--- config.mk ---
export PLATFORM = sky130hd
export DESIGN_NAME = icache_tag_store_flat
export DESIGN_NICKNAME = d
export VERILOG_FILES = /design/src/cache_bus_pkg.sv /design/src/cache_geom_pkg.sv /design/src/icache_array_if.sv /design/src/icache_tag_store.sv /design/src/flat_wrapper.sv
export SDC_FILE = /design/constraint.sdc
export NUM_CORES = 2
export LEC_CHECK = 0
export BUFFER_PORTS_ARGS = -buffer_cell sky130_fd_sc_hd__buf_4
export CELL_PAD_IN_SITES_DETAIL_PLACEMENT = 1
export CELL_PAD_IN_SITES_GLOBAL_PLACEMENT = 1
export CORE_UTILIZATION = 50
export CTS_BUF_LIST = sky130_fd_sc_hd__clkbuf_16
export CTS_CLUSTER_SIZE = 40
export DETAILED_ROUTE_END_ITERATION = 6
export MAX_ROUTING_LAYER = met4
export PLACE_DENSITY = 0.67
export SETUP_SLACK_MARGIN = 0.3
export SYNTH_ARGS = -nofsm -noshare
export SYNTH_HDL_FRONTEND = slang
export SYNTH_MEMORY_MAX_BITS = 65536
export SYNTH_SLANG_ARGS = --single-unit
--- constraint.sdc ---
create_clock -name clk -period 4.7 [get_ports clk]
set_input_delay 0.47 -clock clk [delete_from_list [all_inputs] [get_ports clk]]
set_output_delay 0.47 -clock clk [all_outputs]
set_load 0.03 [all_outputs]
--- src/cache_bus_pkg.sv ---
`default_nettype none

package cache_bus_pkg;

	// the fetch and memory buses both carry word addresses.
	localparam int addr_w = 30;
	localparam int data_w = 32;

	// one-hot controller states.
	typedef enum logic [2:0] {
		state_idle    = 3'b001,
		state_compare = 3'b010,
		state_fill    = 3'b100
	} ctrl_state_t;

endpackage

`default_nettype wire
--- src/cache_geom_pkg.sv ---
`default_nettype none

package cache_geom_pkg;

	localparam int default_cache_bytes = 8192;
	localparam int default_line_bytes = 32;

	// the word select within a line is the lowest field of the word address.
	function automatic int offset_bits(int line_bytes);
		int line_words;
		line_words = line_bytes / (cache_bus_pkg::data_w / 8);
		return $clog2(line_words);
	endfunction

	function automatic int index_bits(int cache_bytes, int line_bytes);
		return $clog2(cache_bytes / line_bytes); // one index per line.
	endfunction

	// whatever the offset and index leave of the address.
	function automatic int tag_bits(int cache_bytes, int line_bytes);
		int used;
		used = offset_bits(line_bytes) + index_bits(cache_bytes, line_bytes);
		return cache_bus_pkg::addr_w - used;
	endfunction

endpackage

`default_nettype wire

--- src/icache_array_if.sv ---
`default_nettype none

interface icache_array_if #(
	parameter int cache_bytes = cache_geom_pkg::default_cache_bytes,
	parameter int line_bytes = cache_geom_pkg::default_line_bytes
);

	localparam int offset_w = cache_geom_pkg::offset_bits(line_bytes);
	localparam int index_w = cache_geom_pkg::index_bits(cache_bytes, line_bytes);
	localparam int tag_w = cache_geom_pkg::tag_bits(cache_bytes, line_bytes);

	// lookup results come back one cycle after the position is presented.
	logic [index_w-1:0] rd_index;
	logic [offset_w-1:0] rd_offset;
	logic [tag_w-1:0] rd_tag;
	logic rd_valid;
	logic [cache_bus_pkg::data_w-1:0] rd_data;

	logic fill_we;
	logic [index_w-1:0] fill_index; // also the line whose tag is written.
	logic [offset_w-1:0] fill_offset;
	logic [cache_bus_pkg::data_w-1:0] fill_data;

	logic tag_we;
	logic [tag_w-1:0] tag_value;
	logic inval;

	modport ctrl (
		output rd_index, rd_offset, fill_we, fill_index, fill_offset, fill_data,
		output tag_we, tag_value, inval,
		input rd_tag, rd_valid, rd_data
	);

	modport tags (
		input rd_index, fill_index, tag_we, tag_value, inval,
		output rd_tag, rd_valid
	);

	modport data (
		input rd_index, rd_offset, fill_we, fill_index, fill_offset, fill_data,
		output rd_data
	);

endinterface

`default_nettype wire

--- src/icache_tag_store.sv ---
`default_nettype none

module icache_tag_store #(
	parameter int cache_bytes = cache_geom_pkg::default_cache_bytes,
	parameter int line_bytes = cache_geom_pkg::default_line_bytes
) (
	input wire clk,
	input wire rst,
	icache_array_if.tags arr
);

	localparam int index_w = cache_geom_pkg::index_bits(cache_bytes, line_bytes);
	localparam int tag_w = cache_geom_pkg::tag_bits(cache_bytes, line_bytes);
	localparam int lines = 2 ** index_w;

	logic [tag_w-1:0] tag_mem [lines];
	logic [lines-1:0] valid;

	always_ff @(posedge clk) begin
		if (arr.tag_we)
			tag_mem[arr.fill_index] <= arr.tag_value;
	end

	// clearing wins over the set of a completing fill.
	always_ff @(posedge clk) begin
		if (rst || arr.inval)
			valid <= '0;
		else if (arr.tag_we)
			valid[arr.fill_index] <= 1'b1;
	end

	always_ff @(posedge clk) begin
		arr.rd_tag <= tag_mem[arr.rd_index];
	end

	// an invalidate on the lookup edge must not let the old valid bit through.
	always_ff @(posedge clk) begin
		if (rst || arr.inval)
			arr.rd_valid <= 1'b0;
		else
			arr.rd_valid <= valid[arr.rd_index];
	end

endmodule

`default_nettype wire

--- src/flat_wrapper.sv ---
// flat-port wrapper written by rule: the top's interface ports become plain ports
module icache_tag_store_flat 
#(
	parameter int cache_bytes = cache_geom_pkg::default_cache_bytes,
	parameter int line_bytes = cache_geom_pkg::default_line_bytes
)
  (clk, rst, arr_rd_index, arr_fill_index, arr_tag_we, arr_tag_value, arr_inval, arr_rd_tag, arr_rd_valid);
  icache_array_if #(.cache_bytes(cache_bytes), .line_bytes(line_bytes)) arr_i ();
  input wire clk;
  input wire rst;
  input wire logic [$bits(arr_i.rd_index)-1:0] arr_rd_index;
  input wire logic [$bits(arr_i.fill_index)-1:0] arr_fill_index;
  input wire logic [$bits(arr_i.tag_we)-1:0] arr_tag_we;
  input wire logic [$bits(arr_i.tag_value)-1:0] arr_tag_value;
  input wire logic [$bits(arr_i.inval)-1:0] arr_inval;
  output wire logic [$bits(arr_i.rd_tag)-1:0] arr_rd_tag;
  output wire logic [$bits(arr_i.rd_valid)-1:0] arr_rd_valid;
  assign arr_i.rd_index = arr_rd_index;
  assign arr_i.fill_index = arr_fill_index;
  assign arr_i.tag_we = arr_tag_we;
  assign arr_i.tag_value = arr_tag_value;
  assign arr_i.inval = arr_inval;
  assign arr_rd_tag = arr_i.rd_tag;
  assign arr_rd_valid = arr_i.rd_valid;
  icache_tag_store #(.cache_bytes(cache_bytes), .line_bytes(line_bytes)) u_core (.clk(clk), .rst(rst), .arr(arr_i));
endmodule
## Yosys cells after proc, flatten, opt, wreduce, memory -nomap -nowiden

Memory sizes are Yosys's and may differ from the RTL's. A register that Yosys moved wholly into a read port is not among the register bits.
Index checks and enable logic that the tools add are counted.

| word-level totals | value |
|---|---|
| register bits after elaboration | 257 |
| latch bits | 0 |
| memory bits (writable) | 4864 |
| bits in read-only memories | 0 |
| output and inout port bits | 20 |
| logic and storage cells | 15 |
| memories kept | 1 |

Memories:

| name | depth | bits a word | read ports | clocked after memory_dff | write ports | line | text |
|---|---|---|---|---|---|---|---|
| u_core.tag_mem | 256 | 19 | 1 | 1 | 1 | icache_tag_store.sv:16 | `logic [tag_w-1:0] tag_mem [lines];` |

| operators by class | value |
|---|---|
| add/sub/neg operators | 0 |
| multiply operators | 0 |
| divide/modulo/power cells | 0 |
| magnitude comparators | 3 |
| eq/ne operators | 0 |
| shifts and indexed selects | 0 |
| multiplexer cells | 6 |
| bitwise logic cells | 1 |
| reduce and logical (&&, ||, !) cells | 2 |

Operator list:

| cell | count |
|---|---|
| bitwise OR 256 bit | 1 |
| < comparator 8 x 9 -> 1 bit (second input constant) | 2 |
| binary-select mux 1 bit (select 8 bit) | 1 |
| demux 1 bit (select 8 bit) | 1 |
| >= comparator 8 x 1 -> 1 bit (second input constant) | 1 |
| two-way mux 1 bit | 4 |
| logical AND 1 bit | 1 |
| logical OR 1 bit | 1 |

## Depth between registers and ports, before layout

| depth | value |
|---|---|
| depth after elaboration | 5 |
| mapped depth | 12 |

## Least setup slack after synthesis

No wires, ideal clock.

| path | value |
|---|---|
| path kind | in2reg |
| start | in arr_fill_index[2] |
| end | mem u_core.tag_mem[103][0] (netlist name) (enable) |
| arrival time | 2.401 ns |
| path slack | 1.903 ns |
| stages | 6 |
| cells stage by stage | clkbuf_1 -> nor2b_1 -> clkbuf_1 -> nand4_1 -> clkbuf_1 -> nor2_1 |

RTL lines:

| item | line | text |
|---|---|---|
| start: declaration | flat_wrapper.sv:12 | `input wire logic [$bits(arr_i.fill_index)-1:0] arr_fill_index;` |
| end: declaration | icache_tag_store.sv:16 |  |

No word-level cell before the write port.

==> metrics.csv <==
stage;metric;value;unit
job;max_cap viols;1;
layout;post-route insts no fill;15100;
setup_path;startpoint types;input port;
setup_path;kind of cell adding the most delay to the critical path;buffers and inverters;
logic_synthesis;Yosys cell types;60;
layout;final core occ;0.575;
cts;clock tree buffer depth;4;
die;Chip Width;629;um
routing;Vias;98100;
sta;fin crit period;3850;ps
die;Core Rows;229;
logic_synthesis;Synth Warn #;0;
cts;H-tree level count;6;
logic_synthesis;Syn Nets;8814;
power_and_ir_drop;peak supply drop;416;uV
routing;vias per inst;6.48;
setup_path;Arr. time, crit path;4730;ps
logic_synthesis;Async SR Flop Fraction;0;
routing;drt total wl;574;mm
sta;Final Skew;43.9;ps
place;# port buffers;58;
cts;CTS Sinks;5140;
place;placed cells;14100;
cts;TritonCTS Buffers;535;
setup_path;slowest CP cell;a211oi_1;
logic_synthesis;Yosys reg bits;5140;
setup_path;WP data required;5580;ps
power_and_ir_drop;Pwr Total;96.6;mW
routing;Post-DRT Antenna Nets;0;
die;I/O pin count;59;
logic_synthesis;Post-synth EDFFs;4864;
logic_synthesis;Gate Count Post-Synth;8775;
setup_path;crit-path max FO;66;
run_status;outcome;finished with violations;
logic_synthesis;Synth Cell Area;0.196;mm2
sta;final setup vio count;0;
logic_synthesis;most frequent cell after synthesis;edfxtp_1;
layout;area grow syn2layout;14.3;%
global_routing;Total GRT Usage;0.298;
sta;Slew Limit Fails;1;
die;Die ar.;0.395;mm2
power_and_ir_drop;Pleak;71.3;nW
logic_synthesis;main area contributors after synthesis;edfxtp_1, mux4_2, dfxtp_1;
layout;fillers;32200;
sta;fin crit share;0.820;
global_routing;antenna violations before repair;32;
die;Die H;629;um
global_routing;overall overflow remaining after global route;0;
logic_synthesis;top cell type's share of synthesized area;0.744;
sta;worst hold slack;32.3;ps
place;gp weighted congestion;0.898;
setup_path;crit path capture type;flop;
setup_path;Crit Path Class;in -> reg;
cts;Reg clk slew, reported paths;60;ps
cts;clock tree root driver cell;clkbuf_16;
routing;TritonRoute pass-1 iters;6;
sta;Final Hold Viols;0;
layout;nets;9533;
routing;initial DRC count;12700;
global_routing;largest net degree at the start of global routing;182;
routing;WL/cell;37.9;um
place;DP HPWL;346;mm
global_routing;first-pass GRT wire length;797;mm
global_routing;vias in the first global route;101000;
logic_synthesis;Seq/Total Area, Yosys;0.772;
die;Initial Utilization;0.503;
cts;Setup Buffers After CTS;0;
sta;final setup TNS;0;ps
power_and_ir_drop;PwrDens;431;mW/mm2
hold_path;Hold/Removal Path Class;in -> reg;
setup_path;Buf/Inv on CP;5;
routing;DRC Markers;0;
sta;max_slew headroom;-0.00140;
sta;Slew @ Worst Pin;1490;ps
setup_path;worst-path cell chain;dlygate4sd3_1, buf_8, inv_8, buf_12, buf_4, mux4_2, a22o_1, a211oi_1, nor4_1;
logic_synthesis;Main synth FF type;edfxtp_1;
logic_synthesis;Commonest cells post-synth;edfxtp_1, mux4_2, nor2_1, dfxtp_1, nand2_1;
cts;Skew-Pair Late Insertion Delay;1060;ps
run_status;failing checks;capacitance limit, slew limit;
logic_synthesis;largest area contributor in the netlist;edfxtp_1;
sta;RSZ-0062 raised after global routing;false;
logic_synthesis;mean post-synth cell area;22.4;um2
cts;CTS tree;built;
die;Placeable Area;0.390;mm2
setup_path;Crit path largest cell delay;940;ps
sta;Max Fclk;260;MHz
layout;ratio of cells with drive above 1 in the final layout;0.319;
[worst paths after layout]
check	endpoint	slack [ps]	cells after the start	from
worst min register to register	u_core.valid[62]	460	1	u_core.valid[62]
worst min-delay path	u_core.tag_mem[68][8]	30	1	arr_tag_value[8]
worst max register to register	u_core.arr.rd_tag[12]	1480	8	u_core.tag_mem[141][12]
worst max-delay path	u_core.arr.rd_tag[12]	850	9	arr_rd_index[3]
[state kept, by name (all words and copies together), names as in the netlist]
signal,count
u_core.arr.rd_tag,19
u_core.arr.rd_valid,1
u_core.valid,256
u_core.tag_mem,4864
[per-layer routing]
layer / share of wire / track usage
met5: 0 / -
met4: 0.044 / 0.114
met3: 0.079 / 0.0473
met2: 0.48 / 0.465
met1: 0.39 / 0.399
[power by group]
group	internal, mW	switching, mW
clock network	23.8	17.7
registers	50.2	0.121
logic	1.70	3.02
[logic make-up after synthesis]
group                  share of synthesized area
AO/OA/AOI/OAI                             0.0222
AND/OR/NAND/NOR                           0.0191
multiplexers                               0.172
buffers and inverters                     0.0143
flip-flops                                 0.772
[per-stage QoR]
stage / cell area (um2) / setup slack (ps)
after CTS: 224000 / 841
after detailed placement: 207000 / -74.7
after global routing: 224000 / 903
final: 224000 / 848
after global placement: 207000 / -249
after floorplan: 196000 / 1900
[cell usage in the layout, fill, tap and decap left out, drive strengths merged, types with 29 or more instances in the layout]
cell type	instances
bufinv	44
buf	657
mux2i	174
o221ai	31
dfxtp	276
nand3	78
nor2	390
nor4	33
mux2	115
a22oi	39
clkinv	217
mux4	1365
inv	146
clkbuf	558
a211oi	31
o21ai	29
edfxtp	4864
o21a	240
o22ai	94
nand2	276
a22o	48
[what timing repair did]
action	in CTS	in global routing
endpoints found under the hold margin	483	0
hold buffers	19	0
resized for setup	0	0
[final cells by class]
cell class / count / area [um2] / share of cell area
Antenna cell: 22 / 55.1 / 0.000245
Clock buffer: 554 / 13900 / 0.0618
Clock inverter: 408 / 3240 / 0.0144
Inverter: 3 / 26.3 / 0.000117
Multi-Input combinational cell: 3134 / 42700 / 0.190
Sequential cell: 5140 / 152000 / 0.676
Tap cell: 5197 / 6500 / 0.0290
Timing Repair Buffer: 680 / 6280 / 0.0280
Note: power is estimated with default switching activity, not from simulation.
