==> src/cache_bus_pkg.sv <==
`default_nettype none

package cache_bus_pkg;

	// the fetch and memory buses both carry word addresses.
	localparam int addr_w = 30;
	localparam int data_w = 32;

	// one-hot controller states.
	typedef enum logic [2:0] {
		state_idle    = 3'b001,
		state_compare = 3'b010,
		state_fill    = 3'b100
	} ctrl_state_t;

endpackage

`default_nettype wire
==> src/cache_geom_pkg.sv <==
`default_nettype none

package cache_geom_pkg;

	localparam int default_cache_bytes = 8192;
	localparam int default_line_bytes = 32;

	// the word select within a line is the lowest field of the word address.
	function automatic int offset_bits(int line_bytes);
		int line_words;
		line_words = line_bytes / (cache_bus_pkg::data_w / 8);
		return $clog2(line_words);
	endfunction

	function automatic int index_bits(int cache_bytes, int line_bytes);
		return $clog2(cache_bytes / line_bytes); // one index per line.
	endfunction

	// whatever the offset and index leave of the address.
	function automatic int tag_bits(int cache_bytes, int line_bytes);
		int used;
		used = offset_bits(line_bytes) + index_bits(cache_bytes, line_bytes);
		return cache_bus_pkg::addr_w - used;
	endfunction

endpackage

`default_nettype wire

==> src/icache_array_if.sv <==
`default_nettype none

interface icache_array_if #(
	parameter int cache_bytes = cache_geom_pkg::default_cache_bytes,
	parameter int line_bytes = cache_geom_pkg::default_line_bytes
);

	localparam int offset_w = cache_geom_pkg::offset_bits(line_bytes);
	localparam int index_w = cache_geom_pkg::index_bits(cache_bytes, line_bytes);
	localparam int tag_w = cache_geom_pkg::tag_bits(cache_bytes, line_bytes);

	// lookup results come back one cycle after the position is presented.
	logic [index_w-1:0] rd_index;
	logic [offset_w-1:0] rd_offset;
	logic [tag_w-1:0] rd_tag;
	logic rd_valid;
	logic [cache_bus_pkg::data_w-1:0] rd_data;

	logic fill_we;
	logic [index_w-1:0] fill_index; // also the line whose tag is written.
	logic [offset_w-1:0] fill_offset;
	logic [cache_bus_pkg::data_w-1:0] fill_data;

	logic tag_we;
	logic [tag_w-1:0] tag_value;
	logic inval;

	modport ctrl (
		output rd_index, rd_offset, fill_we, fill_index, fill_offset, fill_data,
		output tag_we, tag_value, inval,
		input rd_tag, rd_valid, rd_data
	);

	modport tags (
		input rd_index, fill_index, tag_we, tag_value, inval,
		output rd_tag, rd_valid
	);

	modport data (
		input rd_index, rd_offset, fill_we, fill_index, fill_offset, fill_data,
		output rd_data
	);

endinterface

`default_nettype wire

==> src/icache_ctrl.sv <==
`default_nettype none

module icache_ctrl #(
	parameter int cache_bytes = cache_geom_pkg::default_cache_bytes,
	parameter int line_bytes = cache_geom_pkg::default_line_bytes
) (
	input wire clk,
	input wire rst,
	input wire c_access,
	input wire [cache_bus_pkg::addr_w-1:0] c_addr,
	output logic [cache_bus_pkg::data_w-1:0] c_data,
	output logic c_ack,
	output logic c_error,
	input wire ctrl_inval,
	output logic m_access,
	output logic [cache_bus_pkg::addr_w-1:0] m_addr,
	input wire [cache_bus_pkg::data_w-1:0] m_data,
	input wire m_ack,
	input wire m_error,
	icache_array_if.ctrl arr
);

	localparam int addr_w = cache_bus_pkg::addr_w;
	localparam int offset_w = cache_geom_pkg::offset_bits(line_bytes);
	localparam int index_w = cache_geom_pkg::index_bits(cache_bytes, line_bytes);
	localparam int tag_w = cache_geom_pkg::tag_bits(cache_bytes, line_bytes);

	cache_bus_pkg::ctrl_state_t state;
	cache_bus_pkg::ctrl_state_t next_state;

	logic [addr_w-1:0] lat_addr;
	logic [tag_w-1:0] lat_tag;
	logic [index_w-1:0] lat_index;
	logic [offset_w-1:0] word_offs;

	logic hit;
	logic req_new;
	logic fill_ack;
	logic fill_err;
	logic line_done;
	logic fill_done;

	assign lat_tag = lat_addr[addr_w-1 -: tag_w];
	assign lat_index = lat_addr[offset_w +: index_w];

	// lookups follow the live request so that held requests stream.
	assign arr.rd_index = c_addr[offset_w +: index_w];
	assign arr.rd_offset = c_addr[offset_w-1:0];
	assign arr.inval = ctrl_inval;

	// the memory only answers while a fill is on the bus.
	assign fill_ack = m_access && m_ack;
	assign fill_err = m_access && m_error;
	assign line_done = fill_ack && (&word_offs);

	assign arr.fill_we = fill_ack;
	assign arr.fill_index = lat_index;
	assign arr.fill_offset = word_offs;
	assign arr.fill_data = m_data;
	assign arr.tag_we = line_done;
	assign arr.tag_value = lat_tag;

	assign m_addr = {lat_addr[addr_w-1:offset_w], word_offs};

	assign hit = arr.rd_valid && (arr.rd_tag == lat_tag);
	assign c_ack = (state == cache_bus_pkg::state_compare && hit) || fill_done || c_error;
	assign c_data = arr.rd_data;

	// the request still held in its acknowledge cycle is not a new fetch.
	assign req_new = c_access && !(c_ack && c_addr == lat_addr);

	always_comb begin
		next_state = state;
		unique case (state)
		cache_bus_pkg::state_idle:
			if (req_new)
				next_state = cache_bus_pkg::state_compare;
		cache_bus_pkg::state_compare:
			if (!hit)
				next_state = cache_bus_pkg::state_fill;
			else if (!req_new)
				next_state = cache_bus_pkg::state_idle;
		cache_bus_pkg::state_fill:
			if (line_done || fill_err)
				next_state = cache_bus_pkg::state_idle;
		default:
			next_state = cache_bus_pkg::state_idle;
		endcase
	end

	always_ff @(posedge clk) begin
		if (rst)
			state <= cache_bus_pkg::state_idle;
		else
			state <= next_state;
	end

	always_ff @(posedge clk) begin
		if (req_new && state != cache_bus_pkg::state_fill)
			lat_addr <= c_addr; // held for the whole fill.
	end

	always_ff @(posedge clk) begin
		if (rst || state != cache_bus_pkg::state_fill)
			word_offs <= '0;
		else if (fill_ack)
			word_offs <= word_offs + 1'b1;
	end

	// m_access rises one cycle into the fill and drops with the last answer.
	always_ff @(posedge clk) begin
		if (rst) begin
			m_access <= 1'b0;
			fill_done <= 1'b0;
			c_error <= 1'b0;
		end else begin
			m_access <= state == cache_bus_pkg::state_fill && !line_done && !fill_err;
			fill_done <= line_done;
			c_error <= fill_err;
		end
	end

endmodule

`default_nettype wire

==> src/flat_wrapper.sv <==
// flat-port wrapper written by rule: the top's interface ports become plain ports
module icache_ctrl_flat 
#(
	parameter int cache_bytes = cache_geom_pkg::default_cache_bytes,
	parameter int line_bytes = cache_geom_pkg::default_line_bytes
)
  (clk, rst, c_access, c_addr, c_data, c_ack, c_error, ctrl_inval, m_access, m_addr, m_data, m_ack, m_error, arr_rd_index, arr_rd_offset, arr_fill_we, arr_fill_index, arr_fill_offset, arr_fill_data, arr_tag_we, arr_tag_value, arr_inval, arr_rd_tag, arr_rd_valid, arr_rd_data);
  icache_array_if #(.cache_bytes(cache_bytes), .line_bytes(line_bytes)) arr_i ();
  input wire clk;
  input wire rst;
  input wire c_access;
  input wire [cache_bus_pkg::addr_w-1:0] c_addr;
  output logic [cache_bus_pkg::data_w-1:0] c_data;
  output logic c_ack;
  output logic c_error;
  input wire ctrl_inval;
  output logic m_access;
  output logic [cache_bus_pkg::addr_w-1:0] m_addr;
  input wire [cache_bus_pkg::data_w-1:0] m_data;
  input wire m_ack;
  input wire m_error;
  output wire logic [$bits(arr_i.rd_index)-1:0] arr_rd_index;
  output wire logic [$bits(arr_i.rd_offset)-1:0] arr_rd_offset;
  output wire logic [$bits(arr_i.fill_we)-1:0] arr_fill_we;
  output wire logic [$bits(arr_i.fill_index)-1:0] arr_fill_index;
  output wire logic [$bits(arr_i.fill_offset)-1:0] arr_fill_offset;
  output wire logic [$bits(arr_i.fill_data)-1:0] arr_fill_data;
  output wire logic [$bits(arr_i.tag_we)-1:0] arr_tag_we;
  output wire logic [$bits(arr_i.tag_value)-1:0] arr_tag_value;
  output wire logic [$bits(arr_i.inval)-1:0] arr_inval;
  input wire logic [$bits(arr_i.rd_tag)-1:0] arr_rd_tag;
  input wire logic [$bits(arr_i.rd_valid)-1:0] arr_rd_valid;
  input wire logic [$bits(arr_i.rd_data)-1:0] arr_rd_data;
  assign arr_rd_index = arr_i.rd_index;
  assign arr_rd_offset = arr_i.rd_offset;
  assign arr_fill_we = arr_i.fill_we;
  assign arr_fill_index = arr_i.fill_index;
  assign arr_fill_offset = arr_i.fill_offset;
  assign arr_fill_data = arr_i.fill_data;
  assign arr_tag_we = arr_i.tag_we;
  assign arr_tag_value = arr_i.tag_value;
  assign arr_inval = arr_i.inval;
  assign arr_i.rd_tag = arr_rd_tag;
  assign arr_i.rd_valid = arr_rd_valid;
  assign arr_i.rd_data = arr_rd_data;
  icache_ctrl #(.cache_bytes(cache_bytes), .line_bytes(line_bytes)) u_core (.clk(clk), .rst(rst), .c_access(c_access), .c_addr(c_addr), .c_data(c_data), .c_ack(c_ack), .c_error(c_error), .ctrl_inval(ctrl_inval), .m_access(m_access), .m_addr(m_addr), .m_data(m_data), .m_ack(m_ack), .m_error(m_error), .arr(arr_i));
endmodule
==> config.mk <==
export PLATFORM = sky130hd
export DESIGN_NAME = icache_ctrl_flat
export DESIGN_NICKNAME = d
export VERILOG_FILES = /design/src/cache_bus_pkg.sv /design/src/cache_geom_pkg.sv /design/src/icache_array_if.sv /design/src/icache_ctrl.sv /design/src/flat_wrapper.sv
export SDC_FILE = /design/constraint.sdc
export NUM_CORES = 1
export LEC_CHECK = 0
export ABC_AREA = 1
export BUFFER_PORTS_ARGS = -buffer_cell sky130_fd_sc_hd__buf_2
export CORE_MARGIN = 5
export CORE_UTILIZATION = 36
export DETAILED_ROUTE_END_ITERATION = 6
export GPL_ROUTABILITY_DRIVEN = 0
export PLACE_DENSITY = 0.78
export SYNTH_ARGS = -nofsm -noshare
export SYNTH_HDL_FRONTEND = slang
export SYNTH_SLANG_ARGS = --single-unit
==> constraint.sdc <==
create_clock -name clk -period 2.6 [get_ports clk]
set_clock_uncertainty 0.1 [all_clocks]
set_input_delay 0.39 -clock clk [delete_from_list [all_inputs] [get_ports clk]]
set_output_delay 0.39 -clock clk [all_outputs]
set_load 0.05 [all_outputs]
Yosys cells after proc, flatten, opt, wreduce, memory -nomap -nowiden

Cells that the tools add are included.

Mux-type cells: 5
Add/sub/neg operators: 1
Reduce and logical (&&, ||, !) cells: 19
Equal/unequal tests: 9

Operator list:

| operator                                                              | count |
|---|---|
| 30-bit equality test                                                  | 1 |
| 19-bit equality test                                                  | 1 |
| 3-bit two-way mux                                                     | 4 |
| 1-bit logical AND                                                     | 10 |
| 3-bit one-hot mux with 3 select lines                                 | 1 |
| 3-bit != test, second input constant                                  | 2 |
| 3-bit AND reduction                                                   | 2 |
| 1-bit logical OR                                                      | 4 |
| 2-bit by 1-bit != test with 1-bit output, second input constant       | 2 |
| 3-bit by 1-bit adder with 3-bit output, second input constant         | 1 |
| 3-bit by 1-bit equality test with 1-bit output, second input constant | 1 |
| 3-bit by 2-bit equality test with 1-bit output, second input constant | 1 |
| 3-bit equality test, second input constant                            | 1 |
| 1-bit zero test                                                       | 3 |

Word-level logic and storage cells: 40
Flip-flop bits (word level): 39

Depth between registers and ports, before layout

Word-level depth: 11
Gate-level depth with buffers: 13
Mapped depth without buffers: 13

Worst setup path after synthesis

No wires, ideal clock.

Path type: register to register
Start: register u_core.lat_addr[13]
End: register u_core.lat_addr[0] (enable)
Slack: -0.515 ns
Arrival time: 2.598 ns
Cell stages (with the launch flop): 12
Data required time: 2.083 ns
Setup time: 0.417 ns
Period minus slack after synthesis: 3.115 ns
Path through: edfxtp_1 -> nand2_1 -> clkinv_1 -> nor2_1 -> nor2_1 -> nand2_1 -> nor2_2 -> nand4_2 -> nand2_2 -> nand2_2 -> nand2_2 -> nor2_1

Longest elaborated chain between the ends: 9

RTL lines:

| element                        | line               | text |
|---|---|---|
| start, declared                | icache_ctrl.sv:31  | `logic [addr_w-1:0] lat_addr;` |
| start signal, assigned         | icache_ctrl.sv:100 | `lat_addr <= c_addr;` |
| 19-bit equality test           | icache_ctrl.sv:65  | `assign hit = arr.rd_valid && (arr.rd_tag == lat_tag);` |
| 1-bit logical AND              | icache_ctrl.sv:65  |  |
| 1-bit logical AND              | icache_ctrl.sv:66  | `assign c_ack = (state == cache_bus_pkg::state_compare && hit) \|\| fill_done \|\| c_error;` |
| 1-bit logical OR (2 in series) | icache_ctrl.sv:66  |  |
| net c_ack                      | flat_wrapper.sv:14 | `output logic c_ack;` |
| 1-bit logical AND              | icache_ctrl.sv:70  | `assign req_new = c_access && !(c_ack && c_addr == lat_addr);` |
| 1-bit zero test                | icache_ctrl.sv:70  |  |
| 1-bit logical AND              | icache_ctrl.sv:70  |  |
| 1-bit logical AND              | icache_ctrl.sv:99  | `if (req_new && state != cache_bus_pkg::state_fill)` |

The timed path passes the listed nets, and every way through them passes these cells.
A chain may end at the register's enable or synchronous reset.

Final worst setup path

Start: register u_core.lat_addr[19]
End: output port c_ack

Longest elaborated chain between the ends: 5

RTL lines:

| element                        | line |
|---|---|
| 19-bit equality test           | icache_ctrl.sv:65 |
| 1-bit logical AND              | icache_ctrl.sv:65 |
| 1-bit logical AND              | icache_ctrl.sv:66 |
| 1-bit logical OR (2 in series) | icache_ctrl.sv:66 |
| end, declared                  | flat_wrapper.sv:14 |

Every way passes these cells.

==> metrics.md <==
| Metric | Value |
|---|---|
| Status | complete, no violations |
| Fillers | ~900 |
| Max VDD drop | about 290 uV |
| Final Non-Filler Cells | around 520 |
| Syn Area/Cell | 7.99 um^2 |
| CORE AREA | around 0.0087 mm^2 |
| Hold_buf cts | 0 |
| Sequential power share | 42.1% |
| Leading area contributor after synthesis | buf_4 |
| # clock sinks | 39 |
| Max Fclk | 0.421 GHz |
| Signal arrival time at the worst endpoint | 1.89 ns |
| Width of the die | 104 um |
| Final setup viols | 0 |
| Routed len/inst | 14.0 um |
| # diodes | 0 |
| Kind of critical path | reg -> out |
| Vias in the first global route | 2269 |
| Switching Share | 33.1% |
| CP max stage delay | around 0.47 ns |
| Number of synthesized flops with an enable pin | 30 |
| Crit. End Element | output port |
| TritonCTS clock tree | built |
| Seq/Total Area, Yosys | 33.6% |
| Net Sw Power | 0.582 mW |
| Post-synth top flop | edfxtp_1 |
| Clk pwr share | 32.4% |
| Top cells by area, synth | buf_4 (31%), edfxtp_1 (28%), nand2_1 (8.6%), dfxtp_1 (5.6%), inv_1 (5.3%) |
| First-pass GRT wire length | 11100 um |
| Via count | 2249 |
| Worst-Margin Slew | between 0.8 and 0.9 ns |
| Slew HR | a little under half |
| Total power | roughly 1.8 mW |
| Final Hold Viols | 0 |
| DRC viols | 0 |
| Largest net degree at the start of global routing | 31 |
| Synth cell count leaders | buf_4 (133), nand2_1 (74), inv_1 (45) |
| Die ar. | 0.0109 mm^2 |
| Comb power frac | 25.5% |
| Pwr dens | 558 mW/mm^2 |
| Synth cell types | 22 |
| CTS Root Cell | clkbuf_8 |
| Worst Path Max Fanout | 4 |
| Post-DRT Antenna Nets | 0 |
| CP Launch Type | flip-flop |
| Ports | approximately 260 |
| Synth top area share | 31.1% |
| WP data required | 2.11 ns |
| DP Area | 0.00301 mm^2 |
| Clock slew at reported path FFs | 0.08 ns |
| Total grt overflow | 0 |
| CTS H-tree lvls | 2 |
| DP HPWL | 6150 um |
| Yosys warns | 0 |
| Inst Count DP | 507 |
| Area grow syn2layout | -1.75% |
| Via density per instance | 4.36 |
| Syn nets | ~520 |
| DR pass1 iterations | 4 |
| Num CTS Buffers | 5 |
| Critical path, cell by cell | xnor2_1, nand2_1, nor2_1, nand4_2, nand2_2, buf_2 |
| I/O Buffers | 130 |
| Gate Count Post-Synth | 402 |
| Slowest cell on the critical path | edfxtp_1 |
| Starting Density | 36.8% |
| Synthesized area | 0.00321 mm^2 |
| CTS max path bufs | 2 |
| Clk Latency, worst-skew pair | 0.29 ns |
| Setup_tns | 0 ns |
| Seq cells post-synth | 39 |
| Standard-cell rows | 34 |
| Max Cap Viol | 0 |
| Initial drt markers | 74 |
| Total GRT Usage | about an eighth |
| Final cycle utilization of the critical path | around nine tenths |
| Count leader, synth | buf_4 |
| Slew Viols, Final | 0 |
| Crit path time final | 2.38 ns |
| Fraction of layout cells with a size suffix above 1 | 37.7% |
| Internal | 1.18 mW |
| Antenna violations before repair | 0 |
| Post-synth ARST share | 0% |
| Final instance area | 0.00316 mm^2 |
| Nets | around 530 |
| Final wirelength | about 7200 um |
| Die Y | 104 um |
| Hold Path Class | in -> reg |
| Leakage | 1.62 nW |
| RSZ-0062 raised after global routing | false |
| Final hold slack | 0.197 ns |
## flip-flops by register name, summed over array words and instances (netlist names)
register / cells
u_core.arr.fill_offset: 3
u_core.c_error: 1
u_core.fill_done: 1
u_core.lat_addr: 30
u_core.m_access: 1
u_core.state: 3
## power by group through the flow
stage,logic [mW],registers (mW),clock network (mW)
after global routing,0.486,0.749,0.617
after global placement,0.447,0.753,0
after detailed placement,0.452,0.756,0
after floorplan,0.663,0.749,0
final,0.450,0.741,0.570
after CTS,0.453,0.742,0.583
## metal layers
| layer | wire (um) | share of wire, % | GRT usage (%) | up-vias |
|---|---|---|---|---|
| met5 | 0 | 0 | 0 | - |
| met4 | 276 | 3.8 | 5.92 | 0 |
| met3 | 696 | 9.7 | 4.78 | 33 |
| met2 | 3630 | 50 | 22.4 | 105 |
| met1 | 2600 | 36 | 12.7 | 992 |
| li1 | - | - | - | 1119 |
## placed cells by master (no fill, tap or decap), drive strengths merged
cell	n
clkinv	1
ha	2
xnor2	18
nor3	8
xor2	12
nand3	6
a21oi	7
dfxtp	9
nor2	36
bufinv	1
clkbuf	6
nand2	79
buf	130
o21ai	3
nand4	11
inv	48
edfxtp	30
nand3b	1
## worst max-delay path, delay by kind of cell, from the launching register on
kind          cells  cell delay, ns
buf+inv           1            0.28
flops             1            0.47
simple gates      4            0.60
xor+xnor          1            0.25
## what timing repair did
action	in CTS	in global routing
resized for setup	0	2
endpoints found under the setup margin	0	31
setup buffers	0	0
## path summary, 6_finish.rpt
path	from	end	slack (ns)	cells after the start
setup / recovery	u_core.lat_addr[19]	c_ack	0.22	6
hold / removal	c_addr[29]	u_core.lat_addr[29]	0.20	1
setup reg to reg	u_core.lat_addr[13]	u_core.lat_addr[25]	0.47	11
hold reg to reg	u_core.m_access	u_core.c_error	0.38	2
## through the flow
step	setup slack, ns	util (%)
2_1_floorplan	0.307	-
3_3_place_gp	0.183	34.5
3_5_place_dp	0.151	34.5
4_1_cts	0.149	36.0
5_1_grt	0.0354	36.2
6_report	0.224	36.2
## cell type report
| cell class | instances | area (um^2) | share of cell area (%) |
|---|---|---|---|
| multi-input cells | 183 | 980 | 31.0 |
| repair buffers | 130 | 651 | 20.6 |
| flip-flops and latches | 39 | 1080 | 34.2 |
| clock inverters | 2 | 36.3 | 1.15 |
| well taps | 108 | 135 | 4.28 |
| inverters | 48 | 180 | 5.71 |
| clock buffers | 6 | 93.8 | 2.97 |
## cells by family after synthesis
group / synth area share (%)
AND/OR/NAND/NOR: 19.2
flip-flops: 33.6
adder cells (fa/ha/maj): 0.779
buffers and inverters: 36.7
AO/OA/AOI/OAI: 1.56
XOR/XNOR: 8.18
(Power assumes the default switching activity.)
